<file path="src/dsp_macros.svh">
`ifndef DSP_MACROS_SVH
`define DSP_MACROS_SVH

// data path geometry
`define CHANNEL_WIDTH      4
`define CODE_PRECISION     8
`define FFE_LENGTH         3
`define WEIGHT_PRECISION   8
`define FFE_ACC_PRECISION  20
`define SHIFT_PRECISION    3
`define EST_DEPTH          2
`define EST_PRECISION      8

// wishbone side
`define WB_ADR_WIDTH       5
`define WB_DAT_WIDTH       8
`define REGS_PER_LANE      8

// field offsets inside one lane, address = lane*8 + offset
`define REG_W0             3'd0
`define REG_W1             3'd1
`define REG_W2             3'd2
`define REG_THRESH         3'd3
`define REG_FFE_SHIFT      3'd4
`define REG_MLSD_SHIFT     3'd5
`define REG_H0             3'd6
`define REG_H1             3'd7

`endif

</file>
<file path="src/dsp_pkg.sv">
`include "dsp_macros.svh"

package dsp_pkg;

	typedef logic signed [`CODE_PRECISION-1:0]    code_t;
	typedef logic signed [`WEIGHT_PRECISION-1:0]  weight_t;
	typedef logic signed [`EST_PRECISION-1:0]     est_t;
	typedef logic signed [`CODE_PRECISION-1:0]    thresh_t; // compared against estimates
	typedef logic        [`SHIFT_PRECISION-1:0]   shift_t;
	typedef logic signed [`FFE_ACC_PRECISION-1:0] acc_t;
	typedef logic        [`WB_DAT_WIDTH-1:0]      wb_dat_t;
	typedef logic        [`WB_ADR_WIDTH-1:0]      wb_adr_t;

	// lane 0 is the oldest symbol of the block
	typedef struct packed {
		code_t [`CHANNEL_WIDTH-1:0] lane;
	} code_blk_t;

	typedef logic [`CHANNEL_WIDTH-1:0] bit_blk_t;

	typedef struct packed {
		weight_t w0;
		weight_t w1;
		weight_t w2;
		thresh_t thresh;
		shift_t  ffe_shift;
		shift_t  mlsd_shift;
		est_t    h0;
		est_t    h1;
	} lane_cfg_t;

	typedef lane_cfg_t [`CHANNEL_WIDTH-1:0] cfg_bank_t;

	typedef struct packed {
		logic    cyc;
		logic    stb;
		logic    we;
		wb_adr_t adr;
		wb_dat_t dat;
	} wb_req_t;

	typedef struct packed {
		logic    ack;
		wb_dat_t dat;
	} wb_rsp_t;

	typedef enum logic {
		WB_IDLE = 1'b0,
		WB_ACK  = 1'b1
	} wb_state_e;

endpackage

</file>
<file path="src/code_buffer.sv">
module code_buffer #(
	parameter int DEPTH = 3
) (
	input  logic                            clk,
	input  logic                            rstb,
	input  dsp_pkg::code_blk_t              in_i,
	output dsp_pkg::code_blk_t [DEPTH-1:0]  buffer_o
);

	// stage 0 is the newest block, stage DEPTH-1 the oldest
	always_ff @(posedge clk) begin
		if (!rstb) begin
			buffer_o <= '0;
		end else begin
			buffer_o[0] <= in_i;
			for (int i = 1; i < DEPTH; i++) begin
				buffer_o[i] <= buffer_o[i-1]; // shift one block older
			end
		end
	end

endmodule

</file>
<file path="src/dsp_config_regs.sv">
`include "dsp_macros.svh"

module dsp_config_regs (
	input  logic               clk,
	input  logic               rstb,
	input  dsp_pkg::wb_req_t   wb_req_i,
	output dsp_pkg::wb_rsp_t   wb_rsp_o,
	output dsp_pkg::cfg_bank_t cfg_o
);
	import dsp_pkg::*;

	localparam int OFS_W  = $clog2(`REGS_PER_LANE);
	localparam int LANE_W = $clog2(`CHANNEL_WIDTH);

	wb_state_e         state_q;
	logic [LANE_W-1:0] lane;
	logic [OFS_W-1:0]  ofs;
	logic              req;
	wb_dat_t           wdat;
	wb_dat_t           rdat;

	assign lane = wb_req_i.adr[OFS_W +: LANE_W];
	assign ofs  = wb_req_i.adr[OFS_W-1:0];
	assign req  = wb_req_i.cyc && wb_req_i.stb;
	assign wdat = wb_req_i.dat;

	// idle -> ack for one cycle -> idle
	always_ff @(posedge clk) begin
		if (!rstb) begin
			state_q <= WB_IDLE;
		end else begin
			case (state_q)
				WB_IDLE: begin
					if (req) begin
						state_q <= WB_ACK;
					end
				end
				default: state_q <= WB_IDLE;
			endcase
		end
	end

	// write lands on the same edge that raises ack
	always_ff @(posedge clk) begin
		if (!rstb) begin
			cfg_o <= '0;
		end else if (state_q == WB_IDLE && req && wb_req_i.we) begin
			case (ofs)
				`REG_W0:         cfg_o[lane].w0         <= wdat;
				`REG_W1:         cfg_o[lane].w1         <= wdat;
				`REG_W2:         cfg_o[lane].w2         <= wdat;
				`REG_THRESH:     cfg_o[lane].thresh     <= wdat;
				`REG_FFE_SHIFT:  cfg_o[lane].ffe_shift  <= wdat[`SHIFT_PRECISION-1:0];
				`REG_MLSD_SHIFT: cfg_o[lane].mlsd_shift <= wdat[`SHIFT_PRECISION-1:0];
				`REG_H0:         cfg_o[lane].h0         <= wdat;
				`REG_H1:         cfg_o[lane].h1         <= wdat;
			endcase
		end
	end

	// read data follows adr while ack is high
	always_comb begin
		case (ofs)
			`REG_W0:         rdat = cfg_o[lane].w0;
			`REG_W1:         rdat = cfg_o[lane].w1;
			`REG_W2:         rdat = cfg_o[lane].w2;
			`REG_THRESH:     rdat = cfg_o[lane].thresh;
			`REG_FFE_SHIFT:  rdat = wb_dat_t'(cfg_o[lane].ffe_shift);  // zero ext
			`REG_MLSD_SHIFT: rdat = wb_dat_t'(cfg_o[lane].mlsd_shift);
			`REG_H0:         rdat = cfg_o[lane].h0;
			`REG_H1:         rdat = cfg_o[lane].h1;
			default:         rdat = '0;
		endcase
	end

	assign wb_rsp_o.ack = (state_q == WB_ACK);
	assign wb_rsp_o.dat = rdat;

endmodule

</file>
<file path="src/comb_ffe.sv">
`include "dsp_macros.svh"

module comb_ffe (
	input  dsp_pkg::code_blk_t cur_i,
	input  dsp_pkg::code_blk_t prev_i,
	input  dsp_pkg::cfg_bank_t cfg_i,
	output dsp_pkg::code_blk_t est_o
);
	import dsp_pkg::*;

	localparam acc_t CODE_MAX = acc_t'((1 << (`CODE_PRECISION-1)) - 1);
	localparam acc_t CODE_MIN = -CODE_MAX - acc_t'(1);

	// symbol stream over two blocks, previous block in the low half
	code_t [2*`CHANNEL_WIDTH-1:0] sym;

	assign sym = {cur_i.lane, prev_i.lane};

	function automatic code_t saturate(input acc_t v);
		if (v > CODE_MAX) begin
			return code_t'(CODE_MAX);
		end else if (v < CODE_MIN) begin
			return code_t'(CODE_MIN);
		end
		return code_t'(v);
	endfunction

	always_comb begin
		acc_t                       acc;
		weight_t [`FFE_LENGTH-1:0] w;
		for (int i = 0; i < `CHANNEL_WIDTH; i++) begin
			w   = {cfg_i[i].w2, cfg_i[i].w1, cfg_i[i].w0};
			acc = '0;
			// tap j looks j symbols back, may reach into prev block
			for (int j = 0; j < `FFE_LENGTH; j++) begin
				acc = acc + acc_t'(w[j]) * acc_t'(sym[`CHANNEL_WIDTH + i - j]);
			end
			est_o.lane[i] = saturate(acc >>> cfg_i[i].ffe_shift);
		end
	end

endmodule

</file>
<file path="src/comb_mlsd_decision.sv">
`include "dsp_macros.svh"

module comb_mlsd_decision (
	input  dsp_pkg::code_blk_t codes_i,
	input  dsp_pkg::bit_blk_t  bits_i,
	input  logic               prev_bit_i,
	input  dsp_pkg::cfg_bank_t cfg_i,
	output dsp_pkg::bit_blk_t  checked_o
);
	import dsp_pkg::*;

	// room for |h0| + |h1| and the difference to a code
	typedef logic signed [`EST_PRECISION+2:0] wide_t;

	bit_blk_t prev_chain;  // b[n-1] for each lane

	assign prev_chain = {bits_i[`CHANNEL_WIDTH-2:0], prev_bit_i};

	// tap k weighs bit b[n-k], +h for a one and -h for a zero
	function automatic wide_t expected(
		input est_t [`EST_DEPTH-1:0] h,
		input logic [`EST_DEPTH-1:0] sgn,
		input shift_t                sh
	);
		wide_t sum;
		sum = '0;
		for (int k = 0; k < `EST_DEPTH; k++) begin
			if (sgn[k]) begin
				sum = sum + wide_t'(h[k]);
			end else begin
				sum = sum - wide_t'(h[k]);
			end
		end
		return sum >>> sh;
	endfunction

	function automatic wide_t abs_diff(input code_t c, input wide_t e);
		wide_t d;
		d = wide_t'(c) - e;
		return (d < 0) ? -d : d;
	endfunction

	always_comb begin
		est_t [`EST_DEPTH-1:0] h;
		wide_t                 err_p;
		wide_t                 err_n;
		for (int i = 0; i < `CHANNEL_WIDTH; i++) begin
			h     = {cfg_i[i].h1, cfg_i[i].h0};
			err_p = abs_diff(codes_i.lane[i],
				expected(h, {prev_chain[i], 1'b1}, cfg_i[i].mlsd_shift));
			err_n = abs_diff(codes_i.lane[i],
				expected(h, {prev_chain[i], 1'b0}, cfg_i[i].mlsd_shift));
			if (err_p < err_n) begin
				checked_o[i] = 1'b1;
			end else if (err_p > err_n) begin
				checked_o[i] = 1'b0;
			end else begin
				checked_o[i] = bits_i[i]; // tie keeps slicer bit
			end
		end
	end

endmodule

</file>
<file path="src/dsp_backend.sv">
`include "dsp_macros.svh"

module dsp_backend (
	input  logic               clk,
	input  logic               rstb,
	input  dsp_pkg::code_blk_t codes_i,
	input  dsp_pkg::wb_req_t   wb_req_i,
	output dsp_pkg::wb_rsp_t   wb_rsp_o,
	output dsp_pkg::code_blk_t estimated_o,
	output dsp_pkg::bit_blk_t  checked_o
);
	import dsp_pkg::*;

	localparam int BUF_DEPTH = 3;

	code_blk_t [BUF_DEPTH-1:0] code_buf;
	cfg_bank_t                 cfg;
	code_blk_t                 est_comb;
	bit_blk_t                  slice_comb;
	bit_blk_t                  slice_q;
	bit_blk_t                  checked_comb;
	logic                      prev_bit_q;  // lane 3 slicer bit of the block before

	code_buffer #(
		.DEPTH    (BUF_DEPTH)
	) code_buf_i (
		.clk      (clk),
		.rstb     (rstb),
		.in_i     (codes_i),
		.buffer_o (code_buf)
	);

	dsp_config_regs cfg_i (
		.clk      (clk),
		.rstb     (rstb),
		.wb_req_i (wb_req_i),
		.wb_rsp_o (wb_rsp_o),
		.cfg_o    (cfg)
	);

	comb_ffe cffe_i (
		.cur_i  (code_buf[0]),
		.prev_i (code_buf[1]),
		.cfg_i  (cfg),
		.est_o  (est_comb)
	);

	always_ff @(posedge clk) begin
		if (!rstb) begin
			estimated_o <= '0;
		end else begin
			estimated_o <= est_comb;
		end
	end

	// signed compare, equal to threshold slices to one
	always_comb begin
		for (int i = 0; i < `CHANNEL_WIDTH; i++) begin
			slice_comb[i] = (estimated_o.lane[i] >= cfg[i].thresh);
		end
	end

	always_ff @(posedge clk) begin
		if (!rstb) begin
			slice_q    <= '0;
			prev_bit_q <= 1'b0;
		end else begin
			slice_q    <= slice_comb;
			prev_bit_q <= slice_q[`CHANNEL_WIDTH-1];
		end
	end

	// stage 2 lines up with the slicer bits of the same block
	comb_mlsd_decision comb_mlsd_dec_i (
		.codes_i    (code_buf[BUF_DEPTH-1]),
		.bits_i     (slice_q),
		.prev_bit_i (prev_bit_q),
		.cfg_i      (cfg),
		.checked_o  (checked_comb)
	);

	always_ff @(posedge clk) begin
		if (!rstb) begin
			checked_o <= '0;
		end else begin
			checked_o <= checked_comb;
		end
	end

endmodule

</file>
<file path="config.mk">
export PLATFORM = sky130hd
export DESIGN_NAME = dsp_backend
export DESIGN_NICKNAME = d
export VERILOG_FILES = /design/src/dsp_pkg.sv /design/src/code_buffer.sv /design/src/dsp_config_regs.sv /design/src/comb_ffe.sv /design/src/comb_mlsd_decision.sv /design/src/dsp_backend.sv
export VERILOG_INCLUDE_DIRS = /design/src
export SDC_FILE = /design/constraint.sdc
export NUM_CORES = 2
export LEC_CHECK = 0
export BUFFER_PORTS_ARGS = -buffer_cell sky130_fd_sc_hd__buf_2
export CAP_MARGIN = 40
export CELL_PAD_IN_SITES_DETAIL_PLACEMENT = 1
export CELL_PAD_IN_SITES_GLOBAL_PLACEMENT = 2
export CORE_AREA = 2 2 426 428
export DETAILED_ROUTE_END_ITERATION = 10
export DIE_AREA = 0 0 428 430
export PLACE_DENSITY_LB_ADDON = 0.1
export SYNTH_ARGS = -nofsm -noshare
export SYNTH_HDL_FRONTEND = slang
export SYNTH_SLANG_ARGS = --single-unit
</file>
<file path="constraint.sdc">
create_clock -name clk -period 10.8 [get_ports clk]
set_input_delay 1.62 -clock clk [delete_from_list [all_inputs] [get_ports clk]]
set_output_delay 1.62 -clock clk [all_outputs]
set_load 0.01 [all_outputs]
</file>
==> results_dict.tcl <==
set metrics [dict create \
    cts_root_buffer "clkbuf_16" \
    fraction_of_post_synthesis_cell_area_in_the_top_cell_type_by_area 0.2380 \
    power.static_leakage_nw 29.82 \
    synth-compound-area-share 0.1214 \
    post-route-drc-count 0 \
    timing.critical_path.slowest_stage_cell "dfxtp_1" \
    synthXorXnorAreaFrac 0.06159 \
    skew_ns 0.04842 \
    synth_cell_types 90 \
    fmax_mhz 113.0 \
    crit_path_end_kind "flip-flop" \
    synth_edf_count 0 \
    dominantRegCellSynth "dfxtp_1" \
    max-vdd-ir-drop_mv 0.1273 \
    final_hold_viol_count 0 \
    dpl.hpwl_microns 177300 \
    post_cts.resized_instances 0 \
    fin_crit_sh 0.8195 \
    synthSimpleGateAreaFrac 0.1704 \
    area_growth_syn_to_layout_pct 7.361 \
    worst-slew-pin-transition_ns 0.9717 \
    global_route.usage.total 0.2316 \
    nets 8895 \
    ys_ff_latch 354 \
    hold-path-cell-count 1 \
    r2r_end "estimated_o[20]" \
    clock_path_buffers 3 \
    io_buffer_count 94 \
    post_cts_buffers 0 \
    grt_first_pass_wirelength_microns 330700 \
    syn-cell-area_sq_um 62570 \
    reg2reg_start "code_buf_i.buffer_o[23]" \
    depth_of_the_critical_timing_path_with_buffers_and_inverters_included 31 \
    worstRegToRegCells 31 \
    final_core_utilization 0.3737 \
    tritoncts_clock_tree "done" \
    postSynthCellCount 7577 \
    synthArstFlopShare 0 \
    routed_wire_length_per_instance_microns 21.49 \
    grt_max_degree 85 \
    cpLargestDelayFamily "adder cells" \
    routabilityCongestion 0.8456 \
    routed-via-count 51010 \
    worstPathArrival_ns 9.34 \
    number_of_antenna_violations_at_the_first_check_in_global_routing 14 \
    routed-wl-met2_microns 106700 \
    totalWireLength_microns 212000 \
    critical_path_buf_inv_count 5 \
    timing_max_transition_violations_final 0 \
    cp.required_ns 11.29 \
    fillerInstances 21450 \
    wl_met1_microns 94250 \
    h-tree-depth 2 \
    globalRoute.totalOverflow 0 \
    setup_violations 0 \
    die_width_microns 428 \
    worst_skew_pair.late_latency_ns 0.68 \
    reg2reg_slack_ns 1.95 \
    synth_area_leaders "fa_1, ha_1, dfxtp_1, inv_1, nand2_1" \
    minimum_clock_period_ns 8.851 \
    ios 95 \
    design.die.area_sq_um 184000 \
    clkTransAtPathRegs_ns 0.06 \
    yosys-mux-area-fraction 0.06731 \
    fin_setup_tns_ns 0 \
    tritoncts.num_buffers 51 \
    cts_num_sinks 354 \
    power.density_nw_per_um2 73.59 \
    fp-row-count 156 \
    postRouteAntennaNets 0 \
    initial_core_util 0.3481 \
    min-delay-path-class "reg -> reg" \
    largest_family_of_logic_cells_by_synthesized_area "adder cells" \
    postCtsHoldBufs 0 \
    synthesis.area_per_instance_sq_um 8.258 \
    yosys.area.top_type "fa_1" \
    met3_wirelength_microns 5569 \
    dp_slack_ns 2.046 \
    yosysWarnings 0 \
    vias_per_cell 5.171 \
    min-delay-start "code_buf_i.buffer_o[36]" \
    rsz0062_at_grt "false" \
    die_height_microns 430 \
    ys_top_cells_by_count "inv_1, fa_1, nand2_1, ha_1, nor2_1" \
    detailedRoute.firstIterationViolations 2432 \
    synth_most_common_cell "inv_1" \
    worst_setup_sp_type "flip-flop" \
    max_stage_delay_ns 0.67 \
    highest-signal-layer "met5" \
    worst-path-max-fanout 15 \
    timing.max_slew.rel_slack 0.3522 \
    worst_hold_path.endpoint "code_buf_i.buffer_o[68]" \
    detailedRoute.firstPassIterationCount 5 \
    postLayoutSetupSlackWorst_ns 1.949 \
    max_cap_viol_count 0 \
    synthAdderAreaFrac 0.3686 \
    status "finished clean" \
    yosysSeqAreaShare 0.1133 \
    critical_path_class "reg -> reg" \
    placeableCoreArea_sq_um 179800 \
    drive_above_1_share 0.05288 \
    number_of_global_route_vias_before_repair 54900 \
]
[placed cells by master (no fill, tap or decap), types with 165 or more instances in the layout]
| cell | instances |
|---|---|
| a21oi_1 | 357 |
| and2_1 | 380 |
| dfxtp_1 | 354 |
| fa_1 | 744 |
| ha_1 | 652 |
| inv_1 | 1252 |
| mux2i_1 | 234 |
| nand2_1 | 689 |
| nand2b_1 | 173 |
| nor2_1 | 553 |
| o21ai_0 | 307 |
| xnor2_1 | 275 |
| xor2_1 | 165 |
[layer usage]
layer,global-route usage,vias to the layer above
met5,0,-
met3,0.01615,177
met2,0.4184,616
met4,0.05703,2
met1,0.2988,26020
li1,-,24200
[logic make-up after synthesis]
kind of cell	after synthesis
muxes	331
other	1
adders and majority gates	1397
buffers and inverters	1619
and+or+nand+nor	2226
AOI/OAI and AO/OA	1209
xor gates and xnor gates	440
DFF	354
[layout make-up]
class | instances | area, sq um | area share
Clock inverter | 22 | 340.3 | 0.005066
Multi-Input combinational cell | 5607 | 49410 | 0.7356
Inverter | 1263 | 4748 | 0.07069
Timing Repair Buffer | 172 | 1156 | 0.01721
Tap cell | 2370 | 2965 | 0.04414
Antenna cell | 7 | 17.52 | 0.0002608
Sequential cell | 354 | 7087 | 0.1055
Clock buffer | 70 | 1448 | 0.02155
[stage by stage]
step / power, mW / area [sq um] / hold WS [ns] / std cells
2_1_floorplan: 2.617 / 62580 / 0.4119 / 7580
3_3_place_gp: 3.104 / 65120 / 0.4243 / 9745
3_5_place_dp: 3.140 / 65370 / 0.4266 / 9766
4_1_cts: 5.018 / 67160 / 0.4395 / 9858
5_1_grt: 5.254 / 67160 / 0.4489 / 9859
6_report: 4.943 / 67170 / 0.4347 / 9865
[where the power goes]
group	switching, mW	total (mW)	internal (mW)
sequential	0.103	1.45	1.35
combinational	0.991	1.65	0.656
clock	0.756	1.84	1.09
[how the worst max path moves through the flow]
stage | slack (ns) | start | to
2_1_floorplan | 3.12 | code_buf_i.buffer_o[23] | estimated_o[16]
3_3_place_gp | 2.22 | code_buf_i.buffer_o[0] | estimated_o[10]
3_5_place_dp | 2.05 | code_buf_i.buffer_o[23] | estimated_o[19]
4_1_cts | 1.95 | code_buf_i.buffer_o[23] | estimated_o[19]
5_1_grt | 1.09 | code_buf_i.buffer_o[23] | estimated_o[20]
6_report | 1.95 | code_buf_i.buffer_o[23] | estimated_o[20]
Power figures use the tool's default switching activity.
